File: src/hw/mem_axi_pkg.sv
package mem_axi_pkg;

    // bus widths
    localparam int ADDR_W     = 32;
    localparam int DATA_W     = 32;
    localparam int LINE_W     = 256;
    localparam int STRB_W     = 32;
    localparam int ID_W       = 4;
    localparam int BEAT_CNT_W = 3;

    // axi field widths
    localparam int LEN_W   = 8;
    localparam int SIZE_W  = 3;
    localparam int BURST_W = 2;
    localparam int RESP_W  = 2;

    localparam logic [BURST_W-1:0] AXI_BURST_INCR = 2'b01;
    localparam logic [SIZE_W-1:0]  AXI_SIZE_1B    = 3'd0;
    localparam logic [SIZE_W-1:0]  AXI_SIZE_2B    = 3'd1;
    localparam logic [SIZE_W-1:0]  AXI_SIZE_4B    = 3'd2;

    // request size codes, number of bytes minus one
    typedef enum logic [5:0] {
        SIZE_B1  = 6'h00,
        SIZE_B2  = 6'h01,
        SIZE_B4  = 6'h03,
        SIZE_B8  = 6'h07,
        SIZE_B16 = 6'h0f,
        SIZE_B32 = 6'h1f
    } mem_size_e;

    typedef struct packed {
        logic [ADDR_W-1:0] addr;
        mem_size_e         size;
    } mem_rd_req_t;

    typedef struct packed {
        logic [ADDR_W-1:0] addr;
        mem_size_e         size;
        logic [STRB_W-1:0] strb;
        logic [LINE_W-1:0] data;
    } mem_wr_req_t;

    // one line, seen as beat words or as bytes
    typedef union packed {
        logic [LINE_W/DATA_W-1:0][DATA_W-1:0] words;
        logic [LINE_W/8-1:0][7:0]             bytes;
    } mem_line_u;

    ////////////////////
    // axi channel payloads

    typedef struct packed {
        logic [ADDR_W-1:0]  addr;
        logic [ID_W-1:0]    id;
        logic [LEN_W-1:0]   len;
        logic [SIZE_W-1:0]  size;
        logic [BURST_W-1:0] burst;
    } axi_ar_t;

    typedef axi_ar_t axi_aw_t;

    typedef struct packed {
        logic [ID_W-1:0]   id;
        logic [DATA_W-1:0] data;
        logic [RESP_W-1:0] resp;
        logic              last;
    } axi_r_t;

    typedef struct packed {
        logic [DATA_W-1:0]   data;
        logic [DATA_W/8-1:0] strb;
        logic                last;
    } axi_w_t;

    // index of the final single-word beat for a size code
    function automatic logic [BEAT_CNT_W-1:0] last_beat(input mem_size_e size);
        case (size)
            SIZE_B8:  return BEAT_CNT_W'(1);
            SIZE_B16: return BEAT_CNT_W'(3);
            SIZE_B32: return BEAT_CNT_W'(7);
            default:  return BEAT_CNT_W'(0);
        endcase
    endfunction

endpackage
File: src/hw/mem_axi_bridge.sv
`timescale 1ns/1ps

module mem_axi_bridge #(
    parameter logic [mem_axi_pkg::ID_W-1:0] AXI_ID = '0
) (
    input  logic                      clk,
    input  logic                      rst_n,

    // memory read side
    input  mem_axi_pkg::mem_rd_req_t  rd_req_i,
    input  logic                      rd_valid_i,
    output logic                      rd_ready_o,
    output mem_axi_pkg::mem_line_u    rd_data_o,
    output logic                      rd_resp_valid_o,

    // memory write side
    input  mem_axi_pkg::mem_wr_req_t  wr_req_i,
    input  logic                      wr_valid_i,
    output logic                      wr_ready_o,

    // axi master
    output mem_axi_pkg::axi_ar_t      ar_o,
    output logic                      ar_valid_o,
    input  logic                      ar_ready_i,
    input  mem_axi_pkg::axi_r_t       r_i,
    input  logic                      r_valid_i,
    output logic                      r_ready_o,
    output mem_axi_pkg::axi_aw_t      aw_o,
    output logic                      aw_valid_o,
    input  logic                      aw_ready_i,
    output mem_axi_pkg::axi_w_t       w_o,
    output logic                      w_valid_o,
    input  logic                      w_ready_i,
    input  logic                      b_valid_i,
    output logic                      b_ready_o
);

    // write addresses still waiting for their response
    logic [7:0] b_pending_q;

    axi_read_ctrl #(
        .AXI_ID(AXI_ID)
    ) axi_read_ctrl_i (
        .clk            (clk),
        .rst_n          (rst_n),
        .rd_req_i       (rd_req_i),
        .rd_valid_i     (rd_valid_i),
        .rd_ready_o     (rd_ready_o),
        .rd_data_o      (rd_data_o),
        .rd_resp_valid_o(rd_resp_valid_o),
        .ar_o           (ar_o),
        .ar_valid_o     (ar_valid_o),
        .ar_ready_i     (ar_ready_i),
        .r_i            (r_i),
        .r_valid_i      (r_valid_i),
        .r_ready_o      (r_ready_o)
    );

    axi_write_ctrl #(
        .AXI_ID(AXI_ID)
    ) axi_write_ctrl_i (
        .clk       (clk),
        .rst_n     (rst_n),
        .wr_req_i  (wr_req_i),
        .wr_valid_i(wr_valid_i),
        .wr_ready_o(wr_ready_o),
        .aw_o      (aw_o),
        .aw_valid_o(aw_valid_o),
        .aw_ready_i(aw_ready_i),
        .w_o       (w_o),
        .w_valid_o (w_valid_o),
        .w_ready_i (w_ready_i)
    );

    // responses are always taken and never inspected
    assign b_ready_o = 1'b1;

    always_ff @(posedge clk) begin
        if (!rst_n) begin
            b_pending_q <= '0;
        end else begin
            b_pending_q <= b_pending_q + 8'(aw_valid_o & aw_ready_i)
                                       - 8'(b_valid_i & b_ready_o);
        end
    end

    // every B must answer an earlier AW
    a_b_after_aw: assert property (
        @(posedge clk) disable iff (!rst_n)
        b_valid_i |-> b_pending_q != 8'd0
    );

endmodule

File: src/hw/axi_write_ctrl.sv
`timescale 1ns/1ps

module axi_write_ctrl #(
    parameter logic [mem_axi_pkg::ID_W-1:0] AXI_ID = '0
) (
    input  logic                      clk,
    input  logic                      rst_n,
    input  mem_axi_pkg::mem_wr_req_t  wr_req_i,
    input  logic                      wr_valid_i,
    output logic                      wr_ready_o,
    output mem_axi_pkg::axi_aw_t      aw_o,
    output logic                      aw_valid_o,
    input  logic                      aw_ready_i,
    output mem_axi_pkg::axi_w_t       w_o,
    output logic                      w_valid_o,
    input  logic                      w_ready_i
);
    import mem_axi_pkg::*;

    typedef enum logic {
        WR_IDLE,
        WR_BUSY
    } wr_state_e;

    wr_state_e             state_q;
    mem_wr_req_t           req_q;
    logic                  aw_done_q;
    logic                  w_done_q;
    logic [BEAT_CNT_W-1:0] aw_cnt_q;
    logic [BEAT_CNT_W-1:0] w_cnt_q;
    logic [BEAT_CNT_W-1:0] last_idx;
    logic                  req_fire;
    logic                  aw_fire;
    logic                  w_fire;
    logic                  aw_fin;
    logic                  w_fin;
    logic [SIZE_W-1:0]     aw_size;
    logic [DATA_W-1:0]     word_sel;
    logic [DATA_W/8-1:0]   strb_sel;
    logic [1:0]            offset;

    assign last_idx   = last_beat(req_q.size);
    assign offset     = req_q.addr[1:0];
    assign wr_ready_o = (state_q == WR_IDLE);
    assign aw_valid_o = (state_q == WR_BUSY) && !aw_done_q;
    assign w_valid_o  = (state_q == WR_BUSY) && !w_done_q;

    assign req_fire = wr_valid_i & wr_ready_o;
    assign aw_fire  = aw_valid_o & aw_ready_i;
    assign w_fire   = w_valid_o & w_ready_i;

    // channel counts as finished once its last beat is taken
    assign aw_fin = aw_done_q | (aw_fire & (aw_cnt_q == last_idx));
    assign w_fin  = w_done_q | (w_fire & (w_cnt_q == last_idx));

    always_ff @(posedge clk) begin
        if (!rst_n) begin
            state_q   <= WR_IDLE;
            aw_done_q <= 1'b0;
            w_done_q  <= 1'b0;
            aw_cnt_q  <= '0;
            w_cnt_q   <= '0;
        end else if (state_q == WR_IDLE) begin
            aw_done_q <= 1'b0;
            w_done_q  <= 1'b0;
            aw_cnt_q  <= '0;
            w_cnt_q   <= '0;
            if (req_fire) begin
                state_q <= WR_BUSY;
            end
        end else begin
            aw_done_q <= aw_fin;
            w_done_q  <= w_fin;
            if (aw_fire && !aw_fin) begin
                aw_cnt_q <= aw_cnt_q + 1'b1;
            end
            if (w_fire && !w_fin) begin
                w_cnt_q <= w_cnt_q + 1'b1;
            end
            if (aw_fin && w_fin) begin
                state_q <= WR_IDLE;
            end
        end
    end

    always_ff @(posedge clk) begin
        if (req_fire) begin
            req_q <= wr_req_i;
        end
    end

    ////////////////////
    // write address channel
    always_comb begin
        case (req_q.size)
            SIZE_B1: aw_size = AXI_SIZE_1B;
            SIZE_B2: aw_size = AXI_SIZE_2B;
            default: aw_size = AXI_SIZE_4B;
        endcase
    end

    always_comb begin
        aw_o.addr  = req_q.addr + ADDR_W'({aw_cnt_q, 2'b00});
        aw_o.id    = AXI_ID;
        aw_o.len   = '0;
        aw_o.size  = aw_size;
        aw_o.burst = AXI_BURST_INCR;
    end

    ////////////////////
    // write data channel
    // bytes pushed past the word by the offset are lost
    assign word_sel = req_q.data[w_cnt_q*DATA_W +: DATA_W];
    assign strb_sel = req_q.strb[w_cnt_q*(DATA_W/8) +: DATA_W/8];

    always_comb begin
        w_o.data = word_sel << {offset, 3'b000};
        w_o.strb = strb_sel << offset;
        w_o.last = 1'b1;
    end

    a_aw_stable: assert property (
        @(posedge clk) disable iff (!rst_n)
        aw_valid_o && !aw_ready_i |=> aw_valid_o && $stable(aw_o)
    );

    a_w_stable: assert property (
        @(posedge clk) disable iff (!rst_n)
        w_valid_o && !w_ready_i |=> w_valid_o && $stable(w_o)
    );

endmodule

File: src/hw/axi_read_ctrl.sv
`timescale 1ns/1ps

module axi_read_ctrl #(
    parameter logic [mem_axi_pkg::ID_W-1:0] AXI_ID = '0
) (
    input  logic                      clk,
    input  logic                      rst_n,
    input  mem_axi_pkg::mem_rd_req_t  rd_req_i,
    input  logic                      rd_valid_i,
    output logic                      rd_ready_o,
    output mem_axi_pkg::mem_line_u    rd_data_o,
    output logic                      rd_resp_valid_o,
    output mem_axi_pkg::axi_ar_t      ar_o,
    output logic                      ar_valid_o,
    input  logic                      ar_ready_i,
    input  mem_axi_pkg::axi_r_t       r_i,
    input  logic                      r_valid_i,
    output logic                      r_ready_o
);
    import mem_axi_pkg::*;

    // AR beats go out in issue and R beats may already arrive
    // collect waits for the rest of R once every AR is sent
    typedef enum logic [1:0] {
        RD_IDLE,
        RD_ISSUE,
        RD_COLLECT
    } rd_state_e;

    rd_state_e             state_q;
    rd_state_e             state_d;
    mem_rd_req_t           req_q;
    logic [BEAT_CNT_W-1:0] ar_cnt_q;
    logic [BEAT_CNT_W-1:0] r_cnt_q;
    logic [BEAT_CNT_W-1:0] last_idx;
    logic                  req_fire;
    logic                  ar_fire;
    logic                  r_fire;
    logic                  ar_last;
    logic                  r_last;

    assign last_idx   = last_beat(req_q.size);
    assign rd_ready_o = (state_q == RD_IDLE);
    assign ar_valid_o = (state_q == RD_ISSUE);
    assign r_ready_o  = (state_q != RD_IDLE);

    assign req_fire = rd_valid_i & rd_ready_o;
    assign ar_fire  = ar_valid_o & ar_ready_i;
    assign r_fire   = r_valid_i & r_ready_o;
    assign ar_last  = (ar_cnt_q == last_idx);
    assign r_last   = (r_cnt_q == last_idx);

    // response pulses with the final beat
    assign rd_resp_valid_o = r_fire & r_last;

    always_comb begin
        state_d = state_q;
        case (state_q)
            RD_IDLE: begin
                if (req_fire) begin
                    state_d = RD_ISSUE;
                end
            end
            RD_ISSUE: begin
                if (ar_fire && ar_last) begin
                    state_d = RD_COLLECT;
                end
            end
            RD_COLLECT: begin
                state_d = RD_COLLECT;
            end
            default: begin
                state_d = RD_IDLE;
            end
        endcase
        if (r_fire && r_last) begin
            state_d = RD_IDLE;
        end
    end

    always_ff @(posedge clk) begin
        if (!rst_n) begin
            state_q  <= RD_IDLE;
            ar_cnt_q <= '0;
            r_cnt_q  <= '0;
        end else begin
            state_q <= state_d;
            if (req_fire) begin
                ar_cnt_q <= '0;
                r_cnt_q  <= '0;
            end else begin
                if (ar_fire && !ar_last) begin
                    ar_cnt_q <= ar_cnt_q + 1'b1;
                end
                if (r_fire && !r_last) begin
                    r_cnt_q <= r_cnt_q + 1'b1;
                end
            end
        end
    end

    always_ff @(posedge clk) begin
        if (req_fire) begin
            req_q <= rd_req_i;
        end
    end

    ////////////////////
    // one word per AR beat
    always_comb begin
        ar_o.addr  = req_q.addr + ADDR_W'({ar_cnt_q, 2'b00});
        ar_o.id    = AXI_ID;
        ar_o.len   = '0;
        ar_o.size  = AXI_SIZE_4B;
        ar_o.burst = AXI_BURST_INCR;
    end

    read_line_assembler read_line_assembler_i (
        .clk         (clk),
        .rst_n       (rst_n),
        .clear_i     (req_fire),
        .beat_valid_i(r_fire),
        .beat_idx_i  (r_cnt_q),
        .offset_i    (req_q.addr[1:0]),
        .beat_data_i (r_i.data),
        .line_o      (rd_data_o)
    );

    a_ar_stable: assert property (
        @(posedge clk) disable iff (!rst_n)
        ar_valid_o && !ar_ready_i |=> ar_valid_o && $stable(ar_o)
    );

    // R beats never run ahead of the AR beats already sent
    a_r_cnt_bound: assert property (
        @(posedge clk) disable iff (!rst_n)
        r_fire |-> state_q == RD_COLLECT || r_cnt_q < ar_cnt_q
    );

endmodule

File: src/hw/read_line_assembler.sv
`timescale 1ns/1ps

module read_line_assembler (
    input  logic                              clk,
    input  logic                              rst_n,
    input  logic                              clear_i,
    input  logic                              beat_valid_i,
    input  logic [mem_axi_pkg::BEAT_CNT_W-1:0] beat_idx_i,
    input  logic [1:0]                        offset_i,
    input  logic [mem_axi_pkg::DATA_W-1:0]     beat_data_i,
    output mem_axi_pkg::mem_line_u            line_o
);
    import mem_axi_pkg::*;

    localparam int LINE_BYTES = LINE_W / 8;

    mem_line_u line_q;
    mem_line_u merged;

    // current beat dropped into its word slot
    always_comb begin
        merged = line_q;
        if (beat_valid_i) begin
            merged.words[beat_idx_i] = beat_data_i;
        end
    end

    // right shift by the request byte offset, zero fill at the top
    always_comb begin
        for (int i = 0; i < LINE_BYTES; i++) begin
            if (i + int'(offset_i) < LINE_BYTES) begin
                line_o.bytes[i] = merged.bytes[i + int'(offset_i)];
            end else begin
                line_o.bytes[i] = 8'h00;
            end
        end
    end

    // stored unshifted so later beats land in the right slot
    always_ff @(posedge clk) begin
        if (!rst_n || clear_i) begin
            line_q <= '0;
        end else if (beat_valid_i) begin
            line_q <= merged;
        end
    end

endmodule

File: config.mk
export PLATFORM = sky130hd
export DESIGN_NAME = mem_axi_bridge
export DESIGN_NICKNAME = d
export VERILOG_FILES = /design/src/hw/mem_axi_pkg.sv /design/src/hw/mem_axi_bridge.sv /design/src/hw/axi_write_ctrl.sv /design/src/hw/axi_read_ctrl.sv /design/src/hw/read_line_assembler.sv
export SDC_FILE = /design/constraint.sdc
export NUM_CORES = 1
export LEC_CHECK = 0
export BUFFER_PORTS_ARGS = -buffer_cell sky130_fd_sc_hd__clkbuf_2
export CAP_MARGIN = 5
export CORE_AREA = 5 5 317 319
export DETAILED_ROUTE_END_ITERATION = 7
export DIE_AREA = 0 0 322 324
export SYNTH_ARGS = -nofsm -noshare
export SYNTH_HDL_FRONTEND = slang
export SYNTH_SLANG_ARGS = --single-unit
File: constraint.sdc
create_clock -name clk -period 31.5 [get_ports clk]
set_clock_uncertainty 0.2 [all_clocks]
set_input_delay 9.45 -clock clk [delete_from_list [all_inputs] [get_ports clk]]
set_output_delay 9.45 -clock clk [all_outputs]
set_load 0.02 [all_outputs]
**Word-level counts from Yosys, hierarchy flattened**

Index checks and enable logic that the tools add are counted.

- Multiplexer cells: 140
- Magnitude comparators: 66
- Shift operators: 4
- Equality and inequality tests: 15
- Add/sub/neg operators: 37
- Reductions and logical operators: 25
- Bitwise gates (word level): 13

Operators by type and width:

| cell | count |
|---|---|
| $bmux 8 s5 | 31 |
| $lt 32x7->1 const B | 31 |
| $mux 8 | 95 |
| $bwmux 256 | 1 |
| $mux 256 | 1 |
| $shiftx 256x9->32 | 1 |
| $add 5x2->6 const A | 16 |
| $demux 32 s3 | 1 |
| $lt 6x6->1 const B | 16 |
| $add 32x5->32 | 2 |
| $lt 5x6->1 const B | 8 |
| $add 4x2->5 const A | 8 |
| $mux 32 | 1 |
| $shiftx 32x6->4 | 1 |
| $shl 32x5->32 | 1 |
| $lt 4x6->1 const B | 4 |
| $lt 3x6->1 const B | 3 |
| $pmux 3 s3 | 2 |
| $add 3x2->4 const A | 4 |
| $bmux 8 s2 | 1 |
| $add 3x1->3 const B | 4 |
| $eq 3x3->1 | 4 |
| $eq 6x3->1 const B | 2 |
| $eq 6x4->1 const B | 2 |
| 26 further kinds | 60 |

- Input bits: 412
- Output and inout port bits: 399
- Logic and storage cells: 315
- Register bits: 637

**Depth between registers and ports, before layout**

- Depth in word-level cells: 10
- Mapped depth: 18
- Mapped depth without buffers: 7

**Hierarchy**

From an unflattened synthesis, not the netlist that was laid out.

- Cell total of the unflattened synthesis: 2987
- Area total of the unflattened synthesis: 36301.1 um^2

Modules (own cells, without submodules):

| module | seq. area each (um^2) | area an instance (um^2) | cells an instance | times used |
|---|---|---|---|---|
| read_line_assembler | 5124.9 | 20063.0 | 2041 | 1 |
| axi_write_ctrl | 9969.6 | 13756.9 | 725 | 1 |
| axi_read_ctrl | 1301.2 | 2469.9 | 219 | 1 |
| mem_axi_bridge | 0.0 | 11.3 | 2 | 1 |

**Worst setup path after synthesis**

Ideal clock, no wire load.

- Path kind: in2reg
- Start point: input port wr_valid_i
- End point: register axi_write_ctrl_i.req_q (netlist bit axi_write_ctrl_i.offset[0]) (enable)
- Slack: 6.784 ns
- Library setup time: 1.060 ns
- Arrival: 23.456 ns
- Path buffers: 0
- Stages: 1
- Required time: 30.240 ns
- Cell sequence: nor2b_1

- Word-level cells in the longest chain between the ends: 1

RTL lines:

| element | line | RTL |
|---|---|---|
| start: declaration | mem_axi_bridge.sv:18 | `input logic wr_valid_i,` |
| $and 1x1->1 | axi_write_ctrl.sv:48 | `assign req_fire = wr_valid_i & wr_ready_o;` |
| end signal: assignment | axi_write_ctrl.sv:88 | `req_q <= wr_req_i;` |
| end: declaration | axi_write_ctrl.sv:26 | `mem_wr_req_t req_q;` |

No other way between the ends.
A chain may end at the register's enable or synchronous reset.

==> flow_summary.toml <==
[run_status]
status = "finished clean"

[worst_hold_path]
worstHoldPathType = "flop to flop"
hold_start = "axi_write_ctrl_i.w_done_q$_SDFF_PN0_"
min_path_cells = 2
whs_endpoint = "axi_write_ctrl_i.w_done_q$_SDFF_PN0_"

[finish]
instances_no_fill = 4750
drive_above_1_share_pct = 39.0
layout.nets = 3818
syn2layout_area_growth_pct = 20.3
nFillCells = 9259

[cts]
clock_latency_ps = 660
ctsResizeCount = 0
clk_path_buf_depth = 3
htreeDepth = 3
clk_pin_slew_ps = 60
numCtsBuffers = 77
clock_sinks = 637
root_buffer = "clkbuf_16"
post_cts_buffers = 0
cts_tree = "done"
hold_buffers = 0

[worst_setup_path]
critPathRequiredTime_ps = 21850
worstSetupStartpointType = "input port"
r2r_end = "axi_read_ctrl_i.read_line_assembler_i.line_q[4]$_SDFFE_PP0N_"
end_kind = "primary output"
critical_path.max_fanout = 46
r2r_slack_ps = 27670
critical_path_arrival_ps = 12320
worst-r2r-cell-count = 7
reg2reg_from = "axi_read_ctrl_i.state_q[0]$_SDFFE_PP0P_"
path_class = "input port to primary output"

[drt]
vias_per_cell = 5.71
routed.top_layer = "met5"
dr.pass1.iters = 5
wl_met2_um = 65200
wl_met3_um = 15700
ant_nets = 0
num_vias = 27105
routed_wl_um = 138000
drt-initial-drc-count = 2735
wl_met1_um = 53200
avgRoutedWirePerCell_um = 29.1
drc_errors = 0

[global_route]
grt_pass1_wl_um = 192000
grt_pass1_vias = 26124
grt_max_degree = 94
groute.usage.overall_pct = 25.4
grt-ovfl-total = 0
antenna_found_initial = 28

[timing]
period_needed_ps = 21970
period_share_pct = 69.8
hold_violations = 0
finalWorstSetupSlack_ps = 9530
slew_headroom_pct = 16.1
timing.fmax_mhz = 45.5
drv_slew = 0
hold_slack_ps = 274
setup_violations = 0
rsz0062_at_grt = "no"
fin_setup_tns_ps = 0
worst_slew_pin_slew_ps = 1250

[placed_design]
gp_congestion = 0.914
dp_hpwl_um = 103000
port_buffers = 768
dp.cells = 4598
pre_cts_slack_ps = 9580

[power_and_ir_drop]
internal-power_mw = 1.80
sequentialPowerShare_pct = 37.5
power_density_mw_per_mm2 = 66.2
pwr-share-clk_pct = 33.0
peakVddDrop_mv = 0.0567
leakagePower_nw = 16.2
p_sw_mw = 0.991
switching_share_pct = 35.5
combPwrFrac_pct = 29.5

[logic_synthesis]
async_reset_ff_share_pct = 0
syn_inst = 2755
synth_cell_types = 66
synthSimpleGateAreaFrac_pct = 7.61
synth-main-ff-cell = "edfxtp_1"
muxShareOfSynthArea_pct = 34.1
synth_compound_area_share_pct = 5.09
synth_edf_count = 364
synthAdderAreaFrac_pct = 0.613
ys_seq_elements = 637
synth_top_family_by_area = "multiplexers"
yosys_warnings = 0
syn_area_mm2 = 0.0351
synth_xor_area_share_pct = 1.55
synth_area_per_cell_um2 = 12.7
yosysSeqAreaShare_pct = 46.7

[floorplanning]
dieArea_mm2 = 0.104
die_w_um = 322
die_y_um = 324
num_rows = 115
fp.coreArea_mm2 = 0.0976
io_pins = 811
initial_core_util_pct = 36.0

[flow_run]
drv_cap = 0
[synth_stat cells (3+ instances only)]
library cell | n | share of area (%)
mux2_2 | 136 | 4.4
a221o_1 | 7 | 0.20
o21ai_0 | 30 | 0.43
xnor2_1 | 29 | 0.72
a21o_1 | 7 | 0.15
buf_4 | 68 | 1.5
and3_1 | 9 | 0.16
or4_1 | 3 | 0.064
or3_1 | 4 | 0.071
nor2b_1 | 5 | 0.089
nand3_1 | 24 | 0.34
o221a_2 | 5 | 0.16
nand2b_1 | 16 | 0.29
buf_2 | 56 | 0.80
xor2_1 | 33 | 0.82
nand4_1 | 12 | 0.21
nand4b_1 | 3 | 0.075
buf_6 | 5 | 0.16
a21oi_1 | 48 | 0.68
a22o_1 | 6 | 0.15
inv_1 | 21 | 0.22
nand2_1 | 138 | 1.5
o22a_1 | 6 | 0.15
clkbuf_1 | 129 | 1.4
o211ai_1 | 3 | 0.064
and4_1 | 5 | 0.12
nor4_1 | 3 | 0.054
mux4_2 | 261 | 17
and2_1 | 11 | 0.20
nor3_1 | 12 | 0.17
ha_1 | 14 | 0.50
edfxtp_1 | 364 | 31
o22ai_1 | 76 | 1.4
a22oi_1 | 68 | 1.5
buf_1 | 23 | 0.25
mux2i_1 | 454 | 13
nor2_1 | 351 | 3.8
dfxtp_1 | 273 | 16
[stage by stage]
stage | util, % | total power [mW] | area [um^2]
6_report | 43.3 | 2.79 | 42200
5_1_grt | 43.3 | 2.90 | 42200
4_1_cts | 43.2 | 2.81 | 42200
3_5_place_dp | 40.6 | 1.89 | 39600
3_3_place_gp | 40.6 | 1.88 | 39600
2_1_floorplan | - | 1.65 | 35200
[registers in the layout (all words and copies together), names as in the netlist]
register,cells
axi_write_ctrl_i.req_q,324
axi_read_ctrl_i.read_line_assembler_i.line_q,256
axi_read_ctrl_i.req_q,38
axi_read_ctrl_i.ar_cnt_q,3
axi_read_ctrl_i.r_cnt_q,3
axi_write_ctrl_i.aw_cnt_q,3
axi_write_ctrl_i.w_cnt_q,3
axi_read_ctrl_i.state_q,2
axi_write_ctrl_i.offset,2
axi_write_ctrl_i.aw_done_q,1
axi_write_ctrl_i.state_q,1
axi_write_ctrl_i.w_done_q,1
[placed cells by master (no fill, tap or decap), types with 11 or more instances in the layout]
master,Yosys,layout
a21oi_1,48,48
a22oi_1,68,68
and2_1,11,11
buf_4,68,37
clkbuf_1,129,12
clkbuf_16,0,77
clkbuf_2,0,768
clkinv_1,2,13
clkinv_2,0,16
conb_1,2,34
dfxtp_1,273,270
diode_2,0,12
edfxtp_1,364,364
ha_1,14,13
inv_1,21,20
mux2_2,136,136
mux2i_1,454,454
mux4_2,261,261
nand2_1,138,137
nand2b_1,16,16
nand3_1,24,24
nand4_1,12,12
nor2_1,351,348
nor3_1,12,11
o21ai_0,30,30
o22ai_1,76,76
xnor2_1,29,29
xor2_1,33,33
[power groups by stage]
| stage | clock network (mW) | registers (mW) | logic (mW) |
|---|---|---|---|
| after CTS | 0.938 | 1.05 | 0.826 |
| after global placement | 0 | 1.06 | 0.820 |
| after global routing | 0.974 | 1.06 | 0.867 |
| after detailed placement | 0 | 1.07 | 0.824 |
| final | 0.921 | 1.05 | 0.825 |
| after floorplan | 0 | 1.09 | 0.554 |
[cell type report]
type / instances / area [um^2] / share of cell area, %
clock inverters: 46 / 538 / 1.27
inverters: 24 / 101 / 0.240
repair buffers: 805 / 4120 / 9.77
diodes: 12 / 30.0 / 0.0712
well taps: 1287 / 1610 / 3.82
flip-flops and latches: 637 / 16400 / 38.9
clock buffers: 94 / 2040 / 4.84
multi-input cells: 1845 / 17400 / 41.1
[critical path, cell delays in order]
cell and delay (ps):
clkbuf_2 200, or3b_4 460, nor2_8 720, mux4_2 510
a22oi_1 400, nand2_1 220, clkbuf_2 320
[metal layers]
| layer | global-route usage (%) | vias up |
|---|---|---|
| met3 | 7.97 | 197 |
| met5 | 0 | - |
| li1 | - | 11716 |
| met2 | 41.2 | 1570 |
| met1 | 33.0 | 13616 |
| met4 | 7.50 | 6 |
[worst max-delay path by stage]
stage	start	end	slack (ps)	depth (start not counted)
2_1_floorplan	wr_valid_i	axi_write_ctrl_i.offset[0]$_DFFE_PP_	6780	1
3_3_place_gp	r_valid_i	rd_data_o[206]	9590	8
3_5_place_dp	r_valid_i	rd_data_o[222]	9580	8
4_1_cts	r_valid_i	rd_data_o[222]	9570	8
5_1_grt	r_valid_i	rd_data_o[115]	9450	7
6_report	r_valid_i	rd_data_o[123]	9530	7
[cell families (layout without fill, tap and decap cells)]
kind of cell | after synthesis | in the layout
compound gates | 268 | 268
xor+xnor | 62 | 62
fa+ha+maj | 16 | 16
buf+inv | 305 | 969
flops | 637 | 637
mux | 851 | 851
other cells | 2 | 46
simple gates | 614 | 614
Note: power is estimated with default switching activity, not from simulation.
